==> config.mk <==
export PLATFORM = sky130hd
export DESIGN_NAME = dcache_ctrl_fsm
export DESIGN_NICKNAME = d
export VERILOG_FILES = /design/src/hdl/dcache_ctrl_fsm.sv
export SDC_FILE = /design/constraint.sdc
export NUM_CORES = 1
export LEC_CHECK = 0
export BUFFER_PORTS_ARGS = -buffer_cell sky130_fd_sc_hd__buf_2
export CORE_AREA = 4 4 41 43
export CTS_CLUSTER_DIAMETER = 150
export DETAILED_ROUTE_END_ITERATION = 8
export DIE_AREA = 0 0 45 47
export SYNTH_ARGS = -nofsm -noshare
export SYNTH_HDL_FRONTEND = slang
export SYNTH_SLANG_ARGS = --single-unit
==> constraint.sdc <==
create_clock -name i_riscv_dcache_clk -period 2.1 [get_ports i_riscv_dcache_clk]
set_input_delay 0.315 -clock i_riscv_dcache_clk [delete_from_list [all_inputs] [get_ports i_riscv_dcache_clk]]
set_output_delay 0.315 -clock i_riscv_dcache_clk [all_outputs]
set_load 0.02 [all_outputs]
==> src/hdl/dcache_ctrl_fsm.sv <==
`timescale 1ns/10ps

module dcache_ctrl_fsm (
  input  logic i_riscv_dcache_clk,
  input  logic i_rst,
  input  logic i_cpu_wren,
  input  logic i_cpu_rden,
  input  logic i_hit,
  input  logic i_dirty,
  input  logic i_mem_ready,
  output logic o_cache_rden,
  output logic o_cache_wren,
  output logic o_cache_insel,
  output logic o_mem_rden,
  output logic o_mem_wren,
  output logic o_set_dirty,
  output logic o_set_valid,
  output logic o_replace_tag,
  output logic o_stall,
  output logic o_tag_sel
);

  typedef enum logic [1:0] {
    IDLE      = 2'b00,
    WRITEBACK = 2'b01,
    REFILL    = 2'b10,
    UPDATE    = 2'b11
  } fsm_state_e;

  fsm_state_e state_q;
  fsm_state_e state_d;
  logic       cpu_req;

  assign cpu_req = i_cpu_rden || i_cpu_wren;

  always_ff @(posedge i_riscv_dcache_clk) begin
    if (i_rst) begin
      state_q <= IDLE;
    end else begin
      state_q <= state_d;
    end
  end

  //////////////////////////////////////////////////
  // next state and outputs
  //////////////////////////////////////////////////

  always_comb begin
    state_d       = state_q;
    o_cache_rden  = 1'b0;
    o_cache_wren  = 1'b0;
    o_cache_insel = 1'b0;
    o_mem_rden    = 1'b0;
    o_mem_wren    = 1'b0;
    o_set_dirty   = 1'b0;
    o_set_valid   = 1'b0;
    o_replace_tag = 1'b0;
    o_stall       = 1'b0;
    o_tag_sel     = 1'b0;

    unique case (state_q)
      IDLE: begin
        if (cpu_req && i_hit) begin
          o_cache_rden = i_cpu_rden;
          o_cache_wren = i_cpu_wren;
          o_set_dirty  = i_cpu_wren;
        end else if (cpu_req) begin
          o_stall = 1'b1;
          // memory strobe starts in the request cycle
          if (i_dirty) begin
            o_mem_wren   = 1'b1;
            o_tag_sel    = 1'b1;
            o_cache_rden = 1'b1;
            state_d      = WRITEBACK;
          end else begin
            o_mem_rden = 1'b1;
            state_d    = REFILL;
          end
        end
      end

      WRITEBACK: begin
        o_stall      = 1'b1;
        o_mem_wren   = 1'b1;
        o_tag_sel    = 1'b1;   // address the victim line
        o_cache_rden = 1'b1;
        if (i_mem_ready) state_d = REFILL;
      end

      REFILL: begin
        o_stall    = 1'b1;
        o_mem_rden = 1'b1;
        if (i_mem_ready) state_d = UPDATE;
      end

      default: begin  // UPDATE
        o_stall       = 1'b1;
        o_cache_wren  = 1'b1;
        o_cache_insel = 1'b1;
        o_replace_tag = 1'b1;
        o_set_valid   = 1'b1;
        state_d       = IDLE;   // retried request hits next
      end
    endcase
  end

  //////////////////////////////////////////////////
  // checks
  //////////////////////////////////////////////////

  // memory answers only a strobe that is still held
  mem_ready_on_strobe: assert property (
    @(posedge i_riscv_dcache_clk) disable iff (i_rst)
    i_mem_ready |-> (o_mem_rden || o_mem_wren)
  ) else $error("memory ready with no strobe pending");

  cpu_strobes_exclusive: assert property (
    @(posedge i_riscv_dcache_clk) disable iff (i_rst)
    !(i_cpu_rden && i_cpu_wren)
  ) else $error("cpu load and store strobes high together");

  // the held request must hit once the new line and tag are written
  refill_then_hit: assert property (
    @(posedge i_riscv_dcache_clk) disable iff (i_rst)
    (state_q == UPDATE) |=> !o_stall
  ) else $error("request still stalled after refill");

endmodule

==> out/results.ini <==
[sta]
finalHoldViolations=0
setup_viol=0
tightestPinTransition_ns=0.300
rsz0062_at_grt=no
fin_crit_sh=0.887
fmax_mhz=537
slew_viol_final=0
tns_ns=0
relSlewSlack=0.800
min_period_ns=1.86
clock_skew_ns=0.00123

[grt]
grt_overflow=0
grt_first_pass_wirelength_um=1130
first_global_vias=277
grt_max_degree=9
track_usage=0.0725
antenna_found_initial=0

[die]
initial_core_util=0.233
die_w_um=45
coreArea_um2=1300
die-area_um2=2120
die_h_um=47
ios=17
row_count=13

[logic_synthesis]
synthTopCellsByCount=nor2_1, ha_1, buf_4, inv_1
synth_area_leader_cell=ha_1
synth.ff_latch_count=2
yosys_warnings=0
yosys_most_used_dff=dfxtp_1
post-synth-top-count-cell=nor2_1
ys_seq_area_frac=0.132
synth_edf_count=0
syn-num-nets=46
ys_types=20
synthCells=35
yosys-top-cells-area=ha_1, dfxtp_1, a2bb2oi_4
syn_area_um2=303
async_flop_share=0
synth_top_area_frac=0.165
avgSynthCellArea_um2=8.65

[power]
clkPwrFrac=0.148
p_sw_frac=0.486
vdd_drop_max_mv=0.486
seq_power_share=0.126
powerDensity_nw_per_um2=1420
p_leak_nw=0.218
power_mw=0.572
power.switching_mw=0.278
intPower_mw=0.294
p_comb_frac=0.725

[route]
ant_nets=0
avgRoutedWirePerCell_um=10.4
top_layer=met3
dr.pass1.iters=4
wl_met2_um=284
drtIter0Drc=5
routed_wirelength_um=686
wl_met3_um=69
wl_met1_um=332
vias_per_cell=4.32
route.detailed.drc=0
vias=285

[layout]
fin_cells=66
largest_reg_flops=2
nNetsFinal=64
final_layout_size_suffix_gt1_frac=0.471
fillers=150
n_antenna_cell=0
reg.largest.list=state_q x2
fin_util=0.309
syn_to_final_growth_pct=32.6
top_register=state_q

[job]
drv_cap=0

[status]
status=finished, final reports clean

[placement]
dp_hpwl_um=563
place_congestion=0.652
dpl.cell_count=63
port_buffers=16

[clock_network]
cts_hold_buf=0
cts_buffer_depth=2
cts_tree=yes
clkTransAtPathRegs_ns=0.03
insertion_delay_ns=0.22
numCtsBuffers=3
postCtsSetupBuffers=0
ctsResizeCount=0
htree_levels=1
clockRootBuffer=clkbuf_4
numClockSinks=2

[critical_path]
critPathKind=reg -> out
crit_arrival_ns=1.55
crit_path_start=state_q[1]
crit_fanout=8
end_kind=output pin
r2r-start=state_q[1]
cp-start-kind=register
crit_required_ns=1.78

[min_path]
hold_path_class=in -> reg
hold_path_startpoint=i_rst

[placed cells by master (no fill, tap or decap)]
cell	count
a21o_1	1
mux2_4	1
nand2_1	1
nand2b_1	2
inv_1	3
ha_1	4
a21oi_1	2
clkbuf_4	3
mux2i_1	1
nand3b_1	1
o21ai_1	1
a2bb2oi_4	1
dfxtp_1	2
a31o_2	1
o21bai_1	2
buf_2	16
nor2_1	5
o21bai_4	1
and2b_1	1
o21ai_0	1
and3_2	1
[power groups by stage]
| stage | clock network [mW] | logic [mW] | registers, mW |
|---|---|---|---|
| 6_report | 0.0847 | 0.415 | 0.0722 |
| 4_1_cts | 0.0907 | 0.422 | 0.0726 |
| 5_1_grt | 0.0961 | 0.454 | 0.0757 |
| 2_1_floorplan | 0 | 0.331 | 0.0673 |
| 3_3_place_gp | 0 | 0.419 | 0.0724 |
| 3_5_place_dp | 0 | 0.422 | 0.0722 |
[per-layer routing]
metal  vias up  track usage
met5         -            0
met4         0       0.0526
met3         0      0.00766
met2        13        0.105
met1       123       0.0993
li1        149            -
[through the flow]
step	hold WS, ns	area (um^2)	setup slack [ns]
final	0.434	402	0.237
after global routing	0.463	402	0.0955
after CTS	0.422	402	0.216
after detailed placement	0.543	379	0.464
after global placement	0.541	379	0.482
after floorplan	0.495	303	0.568
[kinds of logic after synthesis]
logic type,synth area share
AOI/OAI and AO/OA,0.318
DFF,0.132
and+or+nand+nor,0.190
adders and majority gates,0.165
muxes,0.0826
buffers and inverters,0.112
[worst paths after layout]
check,slack [ns],depth (start not counted),to
max,0.24,5,o_mem_rden
min,0.43,3,state_q[1]
max reg2reg,0.58,5,state_q[0]
min reg2reg,0.56,2,state_q[1]
[worst max-delay path, cell delays in order, from the launching register on]
cell and delay, ns:
dfxtp_1 0.41, inv_1 0.09, ha_1 0.29, and2b_1 0.21, a21o_1 0.17, buf_2 0.15
[area by class of cell]
cell class / count / area [um^2] / share of cell area
Clock buffer: 3 / 22.5 / 0.0561
Timing Repair Buffer: 16 / 80.1 / 0.199
Multi-Input combinational cell: 27 / 229 / 0.570
Sequential cell: 2 / 40.0 / 0.0997
Tap cell: 15 / 18.8 / 0.0467
Inverter: 3 / 11.3 / 0.0280
Power figures use the tool's default switching activity.
