File: src/hdl/dcache_pkg.sv
package dcache_pkg;

  //////////////////////////////////////////////////
  // cache geometry
  //////////////////////////////////////////////////

  localparam int DATA_WIDTH  = 128;                       // bits per line
  localparam int DATAPBLOCK  = 16;                        // bytes per line
  localparam int CACHE_SIZE  = 1024;                      // bytes
  localparam int CACHE_DEPTH = CACHE_SIZE / DATAPBLOCK;   // 64 lines

  // main memory
  localparam int MEM_SIZE    = 8192;                      // bytes
  localparam int MEM_DEPTH   = MEM_SIZE / DATAPBLOCK;     // 512 lines

  // address split, low bits of the physical address only
  localparam int ADDR        = $clog2(MEM_SIZE);          // 13
  localparam int BYTE_OFF    = $clog2(DATAPBLOCK);        // 4
  localparam int INDEX       = $clog2(CACHE_DEPTH);       // 6
  localparam int TAG         = ADDR - BYTE_OFF - INDEX;   // 3

  //////////////////////////////////////////////////
  // memory timing
  //////////////////////////////////////////////////

  // strobe rise to ready pulse
  localparam int MEM_LATENCY = 4;
  localparam int LAT_CNT_W   = $clog2(MEM_LATENCY + 1);

  //////////////////////////////////////////////////
  // shared types
  //////////////////////////////////////////////////

  // field order matches the physical address, msb first
  typedef struct packed {
    logic [TAG-1:0]      tag;
    logic [INDEX-1:0]    index;
    logic [BYTE_OFF-1:0] byte_offset;
  } dcache_addr_t;

  // store width, same code the core puts on store_src
  typedef enum logic [1:0] {
    STORE_BYTE   = 2'b00,
    STORE_HALF   = 2'b01,
    STORE_WORD   = 2'b10,
    STORE_DOUBLE = 2'b11
  } store_size_e;

endpackage

File: src/hdl/dcache_tag_store.sv
`timescale 1ns/10ps

module dcache_tag_store (
  input  logic                       i_riscv_dcache_clk,
  input  logic                       i_rst,
  input  logic [dcache_pkg::INDEX-1:0] i_index,
  input  logic [dcache_pkg::TAG-1:0] i_tag,
  input  logic                       i_set_dirty,
  input  logic                       i_set_valid,
  input  logic                       i_replace_tag,
  output logic                       o_hit,
  output logic                       o_dirty,
  output logic [dcache_pkg::TAG-1:0] o_tag_old
);

  import dcache_pkg::*;

  logic [TAG-1:0]         tag_mem [CACHE_DEPTH];
  logic [CACHE_DEPTH-1:0] valid_q;
  logic [CACHE_DEPTH-1:0] dirty_q;

  //////////////////////////////////////////////////
  // status bits
  //////////////////////////////////////////////////

  always_ff @(posedge i_riscv_dcache_clk) begin
    if (i_rst) begin
      valid_q <= '0;
      dirty_q <= '0;
    end else if (i_replace_tag) begin
      valid_q[i_index] <= i_set_valid;
      dirty_q[i_index] <= 1'b0;  // fresh line from memory is clean
    end else if (i_set_dirty) begin
      dirty_q[i_index] <= 1'b1;  // store hit
    end
  end

  // tag array, only meaningful where valid is set
  always_ff @(posedge i_riscv_dcache_clk) begin
    if (i_replace_tag) begin
      tag_mem[i_index] <= i_tag;
    end
  end

  //////////////////////////////////////////////////
  // lookup
  //////////////////////////////////////////////////

  assign o_tag_old = tag_mem[i_index];  // victim tag for writeback
  assign o_hit     = valid_q[i_index] && (tag_mem[i_index] == i_tag);
  assign o_dirty   = dirty_q[i_index];

  // the controller only marks lines that the tag compare accepted
  dirty_only_on_hit: assert property (
    @(posedge i_riscv_dcache_clk) disable iff (i_rst)
    i_set_dirty |-> o_hit
  ) else $error("dirty bit set on a line that misses");

endmodule

File: config.mk
export PLATFORM = sky130hd
export DESIGN_NAME = dcache_tag_store
export DESIGN_NICKNAME = d
export VERILOG_FILES = /design/src/hdl/dcache_pkg.sv /design/src/hdl/dcache_tag_store.sv
export SDC_FILE = /design/constraint.sdc
export NUM_CORES = 1
export LEC_CHECK = 0
export ABC_AREA = 1
export CAP_MARGIN = 25
export CELL_PAD_IN_SITES_DETAIL_PLACEMENT = 1
export CELL_PAD_IN_SITES_GLOBAL_PLACEMENT = 1
export CORE_ASPECT_RATIO = 0.75
export CORE_MARGIN = 5
export CORE_UTILIZATION = 30
export CTS_BUF_LIST = sky130_fd_sc_hd__clkbuf_16
export DETAILED_ROUTE_END_ITERATION = 12
export DONT_BUFFER_PORTS = 1
export GPL_TIMING_DRIVEN = 0
export MAX_ROUTING_LAYER = met4
export PLACE_DENSITY = 0.64
export SLEW_MARGIN = 20
export SYNTH_ARGS = -nofsm -noshare
export SYNTH_HDL_FRONTEND = slang
export SYNTH_SLANG_ARGS = --single-unit
File: constraint.sdc
create_clock -name i_riscv_dcache_clk -period 1.5 [get_ports i_riscv_dcache_clk]
set_input_delay 0.075 -clock i_riscv_dcache_clk [delete_from_list [all_inputs] [get_ports i_riscv_dcache_clk]]
set_output_delay 0.075 -clock i_riscv_dcache_clk [all_outputs]
set_load 0.02 [all_outputs]
==> results summary, run 1 <==
The run finished, with violations left. The final reports fail on setup timing. After detailed routing, the average wire length per cell comes to roughly 25 um. The analysis attributes to cell leakage a power of 0.00679 uW.

The largest voltage drop on the vdd net came out at just under 900 uV. The maximum cell stage delay along the critical path is 0.39 ns. Setup repair after global routing could not meet its margin everywhere. TritonCTS built the clock tree.

The gate count after technology mapping is 1719. For this design, the slowest cell found on the critical path is sky130_fd_sc_hd__edfxtp_1. The number of hold violations in the final report came to 0. The ratio of final minimum period to clock period is 154%. The count of placed standard cells including taps is 2358. The pin count of the biggest net entering global routing is 65. After synthesis, the largest family of logic cells by area is simple AND/OR/NAND/NOR gates. The clock latency at the later pin of the worst-skew pair came out at 0.54 ns.

The count of final setup violators came out at 5. The synthesis-to-layout area growth came out at 19.9%. The final-layout worst hold slack came out at 0.0391 ns. In this run, the number of DRC markers left after iteration 0 of detailed routing was 1521. The count of buffering cells on the critical path with inverters included is 0. Measured on the finished design, the core utilization comes to 36.5%. Summed over all layers, the routed wires come to 60.4 mm.

The switching part of the total came out at 25.5%. The net total in the final layout is 1803. Summing all multi-input logic gate instances after layout gives 0.00543 mm^2.

The ratio of cells with drive above 1 in the final layout is between 10% and 20%. The count of port buffers added during placement is 0. Global routing used 22.6% of the available tracks. The half-perimeter wire length of the detailed placement result came out at 40.7 mm. The critical path in this run is classified as reg2out. The DRC violation count after routing is 0. The number of antenna violations at the first check in global routing is 1. Fill cells in the final layout number about 5600. The root buffer cell chosen for the clock tree is sky130_fd_sc_hd__clkbuf_16.

The synthesized netlist devotes 8.93% of its cell area to compound gates. Setup slack on the critical path of the routed design comes to -0.808 ns. The top achievable clock speed came out at 433 MHz.

Of the total power, combinational logic draws 8.1%. The worst setup path is launched from a register. Between clock sinks in the finished design, the worst skew comes to 0 ns. Measured against its own limit, the worst slew margin works out to 28.3%. The multiplexer share of the synthesized area is 0%. The count of TritonRoute iterations in the first routing pass came out at 6. The worst-case clock buffer depth came out at 3.

Row generation in the floorplan step produced 69 rows. The count of pins over their slew limit came to 0. The placeable core area came out at 0.0475 mm^2. The actual slew at the worst max-slew pin is 1.08 ns.

The final route contains approximately 13000 vias. For the worst setup path, the data arrival time is around 2.2 ns. The count of state elements after synthesis came out at 320. The smallest clock period supported by the final layout is computed as between 2 and 2.5 ns. The minimum setup slack after placement is -1.45 ns. The overall overflow remaining after global route came out at 0. The post-synthesis xor/xnor area fraction is 0%. The kind of end point of the critical path is an output pin. In this run the worst hold path is classified as in2reg. The sequential fraction of the synthesis area came out at 57.6%. The number of placed I/O pins is 19. The critical path goes through or2_4 -> o211ai_1 -> nand2_1 -> o21ai_2 -> nand2_2 -> nor2_4 -> nand2_4 -> nand2_2 -> nand3_2 -> nor2_4. The number of vias per cell is 5.19. The fraction of power consumed by sequential logic is 47.1%.

In the final layout, flip-flops and latches occupy 0.00833 mm^2. The maximum fanout encountered on the critical timing path came out at 2. The share of total power dissipated in the clock network is 44.9%.

For the worst setup path, the data required time is 1.42 ns. The routability congestion estimate from global placement came out at a little under 0.9. The internal power consumption came out at 14800 uW. The count of cells in the finished layout, fillers not included, comes to 2455. sky130_fd_sc_hd__edfxtp_1 takes more of the synthesized area than any other cell. The horizontal die dimension is 263 um. The CTS buffer count came out at 36.

The adder and majority cell fraction of the synthesized area came out at 0%. The synthesized cell area came out at 0.0145 mm^2. The via count of the first global-routing pass is 12465. The area share of the leading cell type in the synthesized netlist is 39.9%. The average cell area after synthesis came out at about 8.4 um^2. For this configuration, the core starts out at a cell density of a little under a third. The number of max-capacitance violations reported came out at 0.

The count of clock tree sinks came out at 320. In this run the remaining antenna-violating nets after routing total 0. The area enclosed by the die boundary came out at 0.0527 mm^2. The clock tree synthesis step divided the H-tree into 2 levels. The clock-pin slew on the worst setup and hold paths is 0.06 ns. Sorting the synthesized cells by area gives the leading types as sky130_fd_sc_hd__edfxtp_1 (40%), sky130_fd_sc_hd__nand2_1 (18%), sky130_fd_sc_hd__dfxtp_1 (18%), sky130_fd_sc_hd__a21oi_1 (3.4%), sky130_fd_sc_hd__inv_1 (3.2%). The global-route wire length before repair came out at 86.2 mm. The simple logic cell fraction of the synthesized area came out at between 20% and 30%. For this run, the number of Yosys warnings is 0.

The count of different cell masters after synthesis came out at 36. Broken down by cell family, the worst path's largest delay share belongs to simple AND/OR/NAND/NOR gates. The power per standard cell area came out at 1150 mW/mm^2. In this run the power spent charging and discharging nets is 5090 uW. In this run the vertical extent of the chip is 200 um. The number of nets produced by synthesis came out at 1733. The sum of negative setup slack came out at -2.38 ns.
==> layer usage <==
metal  up-vias  global-route usage, %  wire (um)
met4         0                   3.81        954
met2       504                   30.9      24300
li1       5729                      -          -
met1      6440                   34.5      29400
met3        77                   5.32       5780
met5         -                      -          0
==> final cells by class <==
cell class                 count  share of cell area [%]
antenna                        1                  0.0144
buffer                        92                    3.49
clock buffer                  38                    5.49
clock inverter                26                    1.13
inverter                     154                    3.51
multi-input combinational   1153                    31.3
sequential                   320                    48.1
tap                          639                    4.61
timing repair buffer          32                    2.38
==> cell families (layout without fill, tap and decap cells) <==
kind of cell | Yosys count | after routing
AO/OA/AOI/OAI | 222 | 222
flip-flops | 320 | 320
other | 0 | 1
buffers and inverters | 246 | 342
AND/OR/NAND/NOR | 931 | 931
==> stage by stage <==
| step | area, um^2 | power, uW |
|---|---|---|
| finish | 17300 | 19900 |
| global placement | 15300 | 10800 |
| global route | 17300 | 20500 |
| floorplan | 14500 | 10300 |
| detailed placement | 15400 | 10900 |
| CTS | 17000 | 19900 |
==> layout by cell type, fill, tap and decap left out, types with 7 or more instances in the layout <==
master                          count
sky130_fd_sc_hd__nand2_1          662
sky130_fd_sc_hd__edfxtp_1         192
sky130_fd_sc_hd__dfxtp_1          126
sky130_fd_sc_hd__inv_1            120
sky130_fd_sc_hd__a21oi_1           99
sky130_fd_sc_hd__nor2_1            93
sky130_fd_sc_hd__nor3_1            45
sky130_fd_sc_hd__clkbuf_16         38
sky130_fd_sc_hd__nand3_1           33
sky130_fd_sc_hd__inv_2             30
sky130_fd_sc_hd__nand2_2           26
sky130_fd_sc_hd__clkbuf_1          26
sky130_fd_sc_hd__o21ai_0           26
sky130_fd_sc_hd__a211oi_1          25
sky130_fd_sc_hd__buf_4             24
sky130_fd_sc_hd__o211ai_1          24
sky130_fd_sc_hd__nor2_4            22
sky130_fd_sc_hd__o21ai_1           22
sky130_fd_sc_hd__buf_6             16
sky130_fd_sc_hd__buf_2             11
sky130_fd_sc_hd__buf_1             11
sky130_fd_sc_hd__clkinv_1          11
sky130_fd_sc_hd__nor2_2             9
sky130_fd_sc_hd__clkbuf_2           8
sky130_fd_sc_hd__nand4_1            8
sky130_fd_sc_hd__dlygate4sd3_1      8
sky130_fd_sc_hd__o21bai_1           7
sky130_fd_sc_hd__nor3b_1            7
sky130_fd_sc_hd__buf_12             7
==> cell usage after synthesis (all sizes together) <==
master / number
a211oi: 26
a21oi: 99
a22oi: 4
buf: 58
clkbuf: 34
dfxtp: 128
edfxtp: 192
inv: 154
nand2: 695
nand3: 34
nand3b: 3
nand4: 8
nor2: 124
nor3: 53
nor3b: 7
o2111ai: 2
o211ai: 24
o21ai: 54
o21bai: 7
o221ai: 2
o22ai: 3
o2bb2ai: 1
or2: 7
==> tightest hold or removal path: stages <==
cell and delay [ns]:
sky130_fd_sc_hd__inv_1 0.12, sky130_fd_sc_hd__o21bai_1 0.17, sky130_fd_sc_hd__nor3b_1 0.16
==> worst paths after layout <==
check	cells after the start	from	slack, ns	to
setup / recovery	10	tag_mem[12][2]	-0.81	o_hit
setup reg to reg	2	register	0.69	register
hold reg to reg	2	valid_q[2]	0.46	valid_q[2]
hold / removal	3	i_set_dirty	0.04	register
==> power groups by stage <==
stage               logic [uW]  registers (uW)  clock network [uW]
finish                    1600            9380                8940
global route              1690            9380                9390
CTS                       1490            9380                9000
detailed placement        1290            9570                   0
global placement          1280            9570                   0
floorplan                  739            9560                   0
==> timing repair <==
action | CTS | global route
endpoints found under the setup margin | 205 | 95
pin swaps | 20 | 25
setup buffers | 5 | 15
hold buffers | 12 | 0
hold endpoints to repair | 211 | 0
resized for setup | 72 | 71
cloned | 0 | 0
Power figures use the tool's default switching activity.
==> run 2: changes to the inputs <==
--- a/config.mk
+++ b/config.mk
@@ -16,7 +16,6 @@
 export DETAILED_ROUTE_END_ITERATION = 12
 export DONT_BUFFER_PORTS = 1
 export GPL_TIMING_DRIVEN = 0
-export MAX_ROUTING_LAYER = met4
 export PLACE_DENSITY = 0.64
 export SLEW_MARGIN = 20
 export SYNTH_ARGS = -nofsm -noshare
==> run 2 against run 1 <==
  * Clock skew unchanged
  * Final area shrank 0.48%
  * The flow still finishes with violations (setup timing)
  * Worst hold slack worse by 0.0031 ns
  * Utilization shrank 0.18 points
  * Critical path depth is the same
  * Critical endpoint unchanged
==> results summary, run 2 (synthesized netlist as in run 1, its figures left out) <==
The standard cell area after detailed placement came out at 0.0154 mm^2 (about the same). The switching part of the total is 26.1% (+0.60 points). The final instance area came out at 0.0173 mm^2 (-0.48%). The half-perimeter wire length of the detailed placement result is 40.6 mm (-0.19%). The area enclosed by the die boundary came out at 0.0527 mm^2 (unchanged).

The via count of the first global-routing pass is 12635 (+1.4%). The end-of-flow core utilization came to 36.3% (-0.18 points). The worst-case clock buffer depth came out at 3 (unchanged). The fraction of power consumed by combinational cells came out at 8.3% (+0.2 points). Leaving out fill and tap cells, the most frequent cells in the layout are sky130_fd_sc_hd__nand2_1 (663), sky130_fd_sc_hd__edfxtp_1 (192), sky130_fd_sc_hd__dfxtp_1 (127).

The largest voltage drop on the vdd net came out at 670 uV (-25%). The setup slack of the critical path after layout is -0.790 ns (+0.0178 ns). The vias after detailed routing came out at 12671 (-0.62%). The clock latency at the later pin of the worst-skew pair is 0.54 ns (about the same). The time the final worst path needs with I/O delays and setup is 2.29 ns (-0.0178 ns). The actual slew at the worst max-slew pin came out at 1.01 ns (-0.0663 ns). The setup skew after layout is 0 ns (unchanged). The final reports fail on setup timing. The number of vias per cell came out at 5.17 (-0.50%). The routability congestion estimate from global placement is 0.912 (+3.2%). The count of TritonRoute iterations in the first routing pass came out at 5 (-1). The CTS buffer count is 35 (-2.8%). The clock tree root buffer cell is sky130_fd_sc_hd__clkbuf_16. The H-tree depth is 2 (unchanged). The final-layout worst hold slack came out at 0.0360 ns (-0.00309 ns).

The number of instances on the worst hold path is 4 (+1). Compared with the post-synthesis result, the final layout area differs by 19.3%. The initial core utilization came out at 30.4% (unchanged).

The static leakage is 0.00672 uW (-0.96%). The number of inserted diodes came out at 0 (-1). The data arrival time of the critical path was 2.21 ns (-0.02 ns). The clock-pin slew on the worst setup and hold paths is 0.06 ns (about the same). The run finished, with violations left. The worst setup path is of the reg2out kind. The count of clock tree sinks came to 320 (unchanged).

The wire length after detailed routing is 60.1 mm (-0.56%). The number of standard-cell rows in the floorplan is 69 (unchanged). STA classifies the critical path startpoint as a register.

The overall overflow remaining after global route came out at 0 (unchanged). The net switching power of the design came out at 5050 uW (-0.64%). The number of hold violations in the final report was 0 (unchanged). The count of port buffers added during placement is 0 (unchanged). The reg2reg setup slack came to 0.73 ns (+0.04 ns). The count of pins over their slew limit came to 0 (unchanged). Setup repair after global routing could not meet its margin everywhere. The number of max-capacitance violations reported is 0 (unchanged).

The normalized max-slew margin is 32.7% (+4.4 points). The net total in the final layout was 1800 (-0.17%). The overall power consumption is 19300 uW (-2.9%).

The non-filler instance count after layout came out at 2452 (-0.12%). The count of placed standard cells including taps is 2359 (+0.042%). The pin count of the biggest net entering global routing was 65 (unchanged).

The combined global-route utilization of all metal layers is 21.9% (-0.76 points). The data required time at the worst endpoint is 1.42 ns (about the same). The global-route wire length before repair came out at 85.2 mm (-1.1%).

The average wire length per cell after detail routing came out at 24.5 um (-0.44%). The worst min-delay path class is in2reg. The count of cells along the worst register-to-register path came out at 2 (unchanged). The number of placed I/O pins is 19 (unchanged). The horizontal die dimension came to 263 um (unchanged). The ratio of final minimum period to clock period is 153% (-1.2 points). The DRC violation count after routing is 0 (unchanged). The kind of end point of the critical path is an output pin. The fraction of power consumed by sequential logic is 48.5% (+1.4 points).

Leaving out fill and tap cells, the most frequent cell in the layout is sky130_fd_sc_hd__nand2_1. The iteration-0 DRC count of the detailed router is 1386 (-8.9%). The top achievable clock speed came out at 437 MHz (+0.78%).

The die extent in y came out at 200 um (unchanged). The count of final setup violators is 5 (unchanged). The number of antenna violations at the first check in global routing came out at 0 (-1). The antenna violation net count after detailed routing was 0 (unchanged). The ratio of cells with drive above 1 in the final layout is 14.2% (+0.18 points).

The maximum fanout encountered on the critical timing path is 2 (unchanged). The power per standard cell area was 1120 mW/mm^2 (-2.5%). The placeable core area is 0.0475 mm^2 (unchanged). TritonCTS built the clock tree. The internal power consumption came out at 14300 uW (-3.7%).

The relative contribution of the clock network to total power came out at 43.3% (-1.6 points).
==> run 2: changes by cell type in the layout (fill, tap and decap cells not counted), sizes merged <==
cell	delta
dlygate4sd3	-2
clkbuf	+1
buf	-2
clkinv	+2
clkinvlp	+2
bufinv	-2
diode	-1
clkdlybuf4s15	-1
==> run 2: path summary, 6_finish.rpt <==
path                end           start
max               o_hit  tag_mem[12][2]
min reg2reg  valid_q[0]      valid_q[0]
min            register      i_index[3]
max reg2reg    register        register
==> run 2: critical path, cell delays in order (launching register included) <==
cell and delay (ns):
sky130_fd_sc_hd__edfxtp_1 0.37, sky130_fd_sc_hd__or2_4 0.23, sky130_fd_sc_hd__o211ai_1 0.08, sky130_fd_sc_hd__nand2_1 0.09, sky130_fd_sc_hd__o21ai_2 0.23, sky130_fd_sc_hd__nand2_2 0.10, sky130_fd_sc_hd__nor2_4 0.16, sky130_fd_sc_hd__nand2_4 0.10
sky130_fd_sc_hd__nand2_2 0.07, sky130_fd_sc_hd__nand3_2 0.07, sky130_fd_sc_hd__nor2_4 0.15
==> run 2: layout make-up <==
class / count / area [um^2]
inverters: 154 / 611
clock inverters: 28 / 163
plain buffers: 92 / 589
multi-input cells: 1153 / 5450
fillers: 5583 / 30200
well taps: 639 / 800
repair buffers: 30 / 405
clock buffers: 36 / 901
flip-flops and latches: 320 / 8330
==> run 2: what timing repair did <==
item / in CTS / in global routing
setup buffers: 6 / 13
endpoints found under the setup margin: 202 / 76
gates resized for setup: 86 / 56
pin swaps: 29 / 32
hold buffers: 10 / 0
cloned: 0 / 0
hold endpoints to repair: 210 / 0
==> run 2: power groups by stage <==
stage	registers, uW	logic [uW]	clock network [uW]
after detailed placement	9570	1290	0
after floorplan	9560	739	0
final	9380	1600	8370
after CTS	9370	1500	8460
after global placement	9570	1280	0
after global routing	9370	1680	8840
==> run 2: routing by layer <==
metal	track usage, %	vias to the layer above	routed length (um)
met3	6.32	75	6020
met1	32.7	6351	28200
met2	31.0	509	24600
li1	-	5736	-
met4	5.46	0	1290
met5	0	-	0
==> run 2: per-stage QoR <==
stage | TNS [ns] | setup slack, ns
after floorplan | -0.0133 | -0.0133
final | -2.34 | -0.790
after detailed placement | -213.10 | -1.36
after global placement | -230.91 | -1.33
after global routing | -2.81 | -0.936
after CTS | -3.82 | -0.838
==> run 3: changes to the inputs <==
--- a/config.mk
+++ b/config.mk
@@ -5,7 +5,6 @@
 export SDC_FILE = /design/constraint.sdc
 export NUM_CORES = 1
 export LEC_CHECK = 0
-export ABC_AREA = 1
 export CAP_MARGIN = 25
 export CELL_PAD_IN_SITES_DETAIL_PLACEMENT = 1
 export CELL_PAD_IN_SITES_GLOBAL_PLACEMENT = 1
@@ -16,7 +15,7 @@
 export DETAILED_ROUTE_END_ITERATION = 12
 export DONT_BUFFER_PORTS = 1
 export GPL_TIMING_DRIVEN = 0
-export PLACE_DENSITY = 0.64
+export PLACE_DENSITY_LB_ADDON = 0.1
 export SLEW_MARGIN = 20
 export SYNTH_ARGS = -nofsm -noshare
 export SYNTH_HDL_FRONTEND = slang
==> run 3 against run 2 <==
  * The run still ends with setup timing left
  * Flip-flop and latch count did not move
  * Sequential share of layout area rose by 2.7 points
  * Routed wire length fell by 1.6%
  * Setup slack got worse by 0.72 ns
  * Register-to-register slack improved by 0.06 ns
  * Cell count fell by 26%
  * Critical path type unchanged
  * Critical path depth fell by 3
  * Maximum frequency fell by 24%
  * Count of clock-buffer cells in the layout rose by 1
  * Critical endpoint unchanged
  * Worst hold slack improved by 0.086 ns
  * Synthesized area fell by 9.5%
==> results summary, run 3 <==
The total number of yosys warnings is 0 (unchanged). The number of placed I/O pins came out at 19 (unchanged). The synthesized cell area came out at 0.0131 mm^2 (-9.5%). The setup slack of the critical path after layout was -1.51 ns (-0.723 ns). The average cell area after synthesis came out at 11.6 um^2 (+38%).

The count of final setup violators is 9 (+4). In this run the critical register-to-register path is captured at valid_q[52]. The top achievable clock speed was 332 MHz (-24%). The ratio of cells with drive above 1 in the final layout came out at 23.8% (+9.6 points). The setup path with the least slack is of type reg2out. The data arrival time of the critical path is 2.94 ns (+0.73 ns).

The count of state elements after synthesis is 320 (unchanged). STA classifies the critical path startpoint as a register. The initial core utilization came out at 30.2% (-0.19 points).

The most used flip-flop cell after synthesis is sky130_fd_sc_hd__edfxtp_1. The number of enable-type register cells in the synthesized netlist is 192 (unchanged). The number of vias per cell is 5.79 (+12%). The wire length after detailed routing is 59.1 mm (-1.6%).

The time the final worst path needs with I/O delays and setup came out at 3.01 ns (+0.723 ns). The ratio of final minimum period to clock period is 201% (+48 points). The sum of negative setup slack came out at -4.75 ns (-2.41 ns). In this run the most critical hold path is launched from i_set_valid. The overall overflow remaining after global route came out at 0 (unchanged).

The count of different cell masters after synthesis is 63 (+75%). The static leakage is 0.00509 uW (-24%). Yosys instantiated no cell more often than sky130_fd_sc_hd__edfxtp_1.

The most critical setup path has its startpoint at tag_mem[17][1]. The iteration-0 DRC count of the detailed router is 1075 (-22%). After synthesis, the most frequently instantiated cells are sky130_fd_sc_hd__edfxtp_1 (192), sky130_fd_sc_hd__a21oi_1 (141), sky130_fd_sc_hd__dfxtp_1 (128), sky130_fd_sc_hd__nand2_1 (98), sky130_fd_sc_hd__nor2_1 (76). The DRC violation count after routing is 0 (unchanged). The antenna violation net count after detailed routing came out at 0 (unchanged).

The pin count of the biggest net entering global routing came out at 65 (unchanged). The clock latency at the later pin of the worst-skew pair is 0.52 ns (-0.02 ns). The overall power consumption came out at 19400 uW (about the same).

The net total in the final layout came out at 1217 (-32%). Of all cell types, the one taking the most synthesized area is sky130_fd_sc_hd__edfxtp_1. The worst-case clock buffer depth is 3 (unchanged). The number of antenna violations at the first check in global routing came out at 4 (+4). The number of inserted diodes was 0 (unchanged). The normalized max-slew margin came out at 43.0% (+10 points). The placeable core area came out at 0.0433 mm^2 (-8.9%).

The vias after detailed routing is 10465 (-17%). The largest voltage drop on the vdd net came out at 637 uV (-5.0%). The count of port buffers added during placement came out at 0 (unchanged). The global-route wire length before repair came out at 82.2 mm (-3.6%). The number of hold violations in the final report came out at 0 (unchanged). The count of pins over their slew limit came to 0 (unchanged).

The setup skew after layout is 0 ns (unchanged). The startpoint identified for the worst register-to-register timing path is valid_q[52]. The reg2reg setup slack is 0.79 ns (+0.06 ns). TritonCTS built the clock tree. The count of clock tree sinks came out at 320 (unchanged). The via count of the first global-routing pass came to 10435 (-17%). The area share of the leading cell type in the synthesized netlist is 44.0% (+4.2 points). The H-tree depth is 2 (unchanged). The CTS buffer count is 36 (+2.9%). Clock tree synthesis selected as its root buffer the cell sky130_fd_sc_hd__clkbuf_16. Setup repair after global routing could not meet its margin everywhere. The area enclosed by the die boundary is 0.0479 mm^2 (-9.0%). In this run the worst setup path terminates at o_hit. By area the synthesized netlist is led by sky130_fd_sc_hd__edfxtp_1 (44%), sky130_fd_sc_hd__dfxtp_1 (20%), sky130_fd_sc_hd__a21oi_1 (5.4%), sky130_fd_sc_hd__a22oi_1 (4.3%), sky130_fd_sc_hd__nand2_1 (2.8%). The power per standard cell area came out at 1190 mW/mm^2 (+5.7%). The fraction of registers with async set or reset after synthesis came out at 0% (unchanged). The horizontal die dimension came out at 251 um (-4.7%). Relative to the synthesized area, the layout overhead comes to 24.7%.

The half-perimeter wire length of the detailed placement result was 39.5 mm (-2.7%). The number of nets produced by synthesis came out at 1144 (-34%). The min-delay analysis places its worst path in the category in2reg.

The number of standard-cell rows in the floorplan came to 66 (-4.3%). The count of TritonRoute iterations in the first routing pass is 5 (unchanged). The data required time at the worst endpoint is 1.42 ns (about the same). The final reports fail on setup timing. The leading cell type in the layout, fill and taps excluded is sky130_fd_sc_hd__edfxtp_1.

In the layout the commonest cells are sky130_fd_sc_hd__edfxtp_1 (192), sky130_fd_sc_hd__a21oi_1 (138), sky130_fd_sc_hd__dfxtp_1 (128). The die extent in y came to 191 um (-4.6%). The count of cells along the worst register-to-register path is 2 (unchanged). The worst setup path is captured at an output pin. The flow ran to the end, but the final reports show violations. The actual slew at the worst max-slew pin is 0.856 ns (-0.154 ns). The number of max-capacitance violations reported was 0 (unchanged). The gate count after technology mapping came out at 1130 (-34%). The combined global-route utilization of all metal layers was 24.3% (+2.4 points). The routability congestion estimate from global placement was 0.835 (-8.4%). The sequential fraction of the synthesis area came out at 63.6% (+6.0 points). The average wire length per cell after detail routing is 32.7 um (+34%). The clock-pin slew on the worst setup and hold paths came out at 0.06 ns (about the same). The maximum fanout encountered on the critical timing path is 2 (unchanged).
run 3: changes by cell type after synthesis, sizes merged, moves of 19 or more:
cell	before	now
a211oi	26	2
a21oi	99	141
a221oi	0	22
a22oi	4	76
buf	58	30
clkbuf	34	65
inv	154	3
nand2	695	98
nand3	34	8
nor2	124	76
o211ai	24	5
run 3: layout make-up:
type                       count  area [um^2]
timing repair buffer          41          561
clock inverter                27          170
sequential                   320         8330
fill                        4646        26900
multi-input combinational    712         4940
tap                          578          723
buffer                        89          664
inverter                       3         11.3
clock buffer                  37          926
run 3: where the power goes:
part	total (uW)	internal (uW)	switching, uW
logic	1520	438	1080
clock network	8470	4800	3660
registers	9380	9360	19.5
run 3: cell families (layout without fill, tap and decap cells):
group | after synthesis | in the layout | synth area share, %
multiplexers | 44 | 44 | 4.43
buffers and inverters | 98 | 197 | 3.59
AO/OA/AOI/OAI | 364 | 364 | 17.2
flip-flops | 320 | 320 | 63.6
XOR/XNOR | 1 | 1 | 0.0669
AND/OR/NAND/NOR | 303 | 303 | 11.0
run 3: worst min-delay path by stage:
stage / slack, ns / cells past startpoint / to
after floorplan: 0.17 / 0 / tag_mem[0][0]
after global placement: 0.19 / 0 / tag_mem[45][0]
after detailed placement: 0.19 / 0 / tag_mem[9][0]
after CTS: 0.14 / 3 / valid_q[58]
after global routing: 0.14 / 3 / register
final: 0.12 / 3 / valid_q[58]
run 3: per-stage QoR:
stage | setup WS (ns) | cells | utilization, % | hold WS [ns] | instance area, um^2
2_1_floorplan | -0.490 | 1130 | - | 0.174 | 13300
3_3_place_gp | -2.05 | 1708 | 32.4 | 0.190 | 14000
3_5_place_dp | -2.01 | 1709 | 32.5 | 0.190 | 14000
4_1_cts | -1.51 | 1801 | 37.2 | 0.136 | 16100
5_1_grt | -1.61 | 1807 | 37.7 | 0.141 | 16300
6_report | -1.51 | 1807 | 37.7 | 0.122 | 16300
run 3: per-layer routing:
metal	up-vias	global-route usage (%)	part of all wire [%]
met1	5469	36.4	48
met4	4	5.90	2.4
met5	-	0	0.036
met2	422	34.9	41
met3	99	6.52	8.7
li1	4471	-	-
run 3: critical path: stages (launching register included):
cell,delay [ns]
sky130_fd_sc_hd__edfxtp_1,0.35
sky130_fd_sc_hd__mux2_4,0.29
sky130_fd_sc_hd__a22oi_2,0.18
sky130_fd_sc_hd__a41oi_4,0.21
sky130_fd_sc_hd__nor4_4,0.46
sky130_fd_sc_hd__a31o_2,0.22
sky130_fd_sc_hd__o211ai_1,0.24
sky130_fd_sc_hd__nor4_4,0.45
run 3: timing repair:
action,4_1_cts,5_1_grt
buffers inserted,25,8
hold buffers,7,0
hold endpoints to repair,199,0
pin swaps,26,18
gates resized for setup,150,40
setup endpoints to repair,322,149
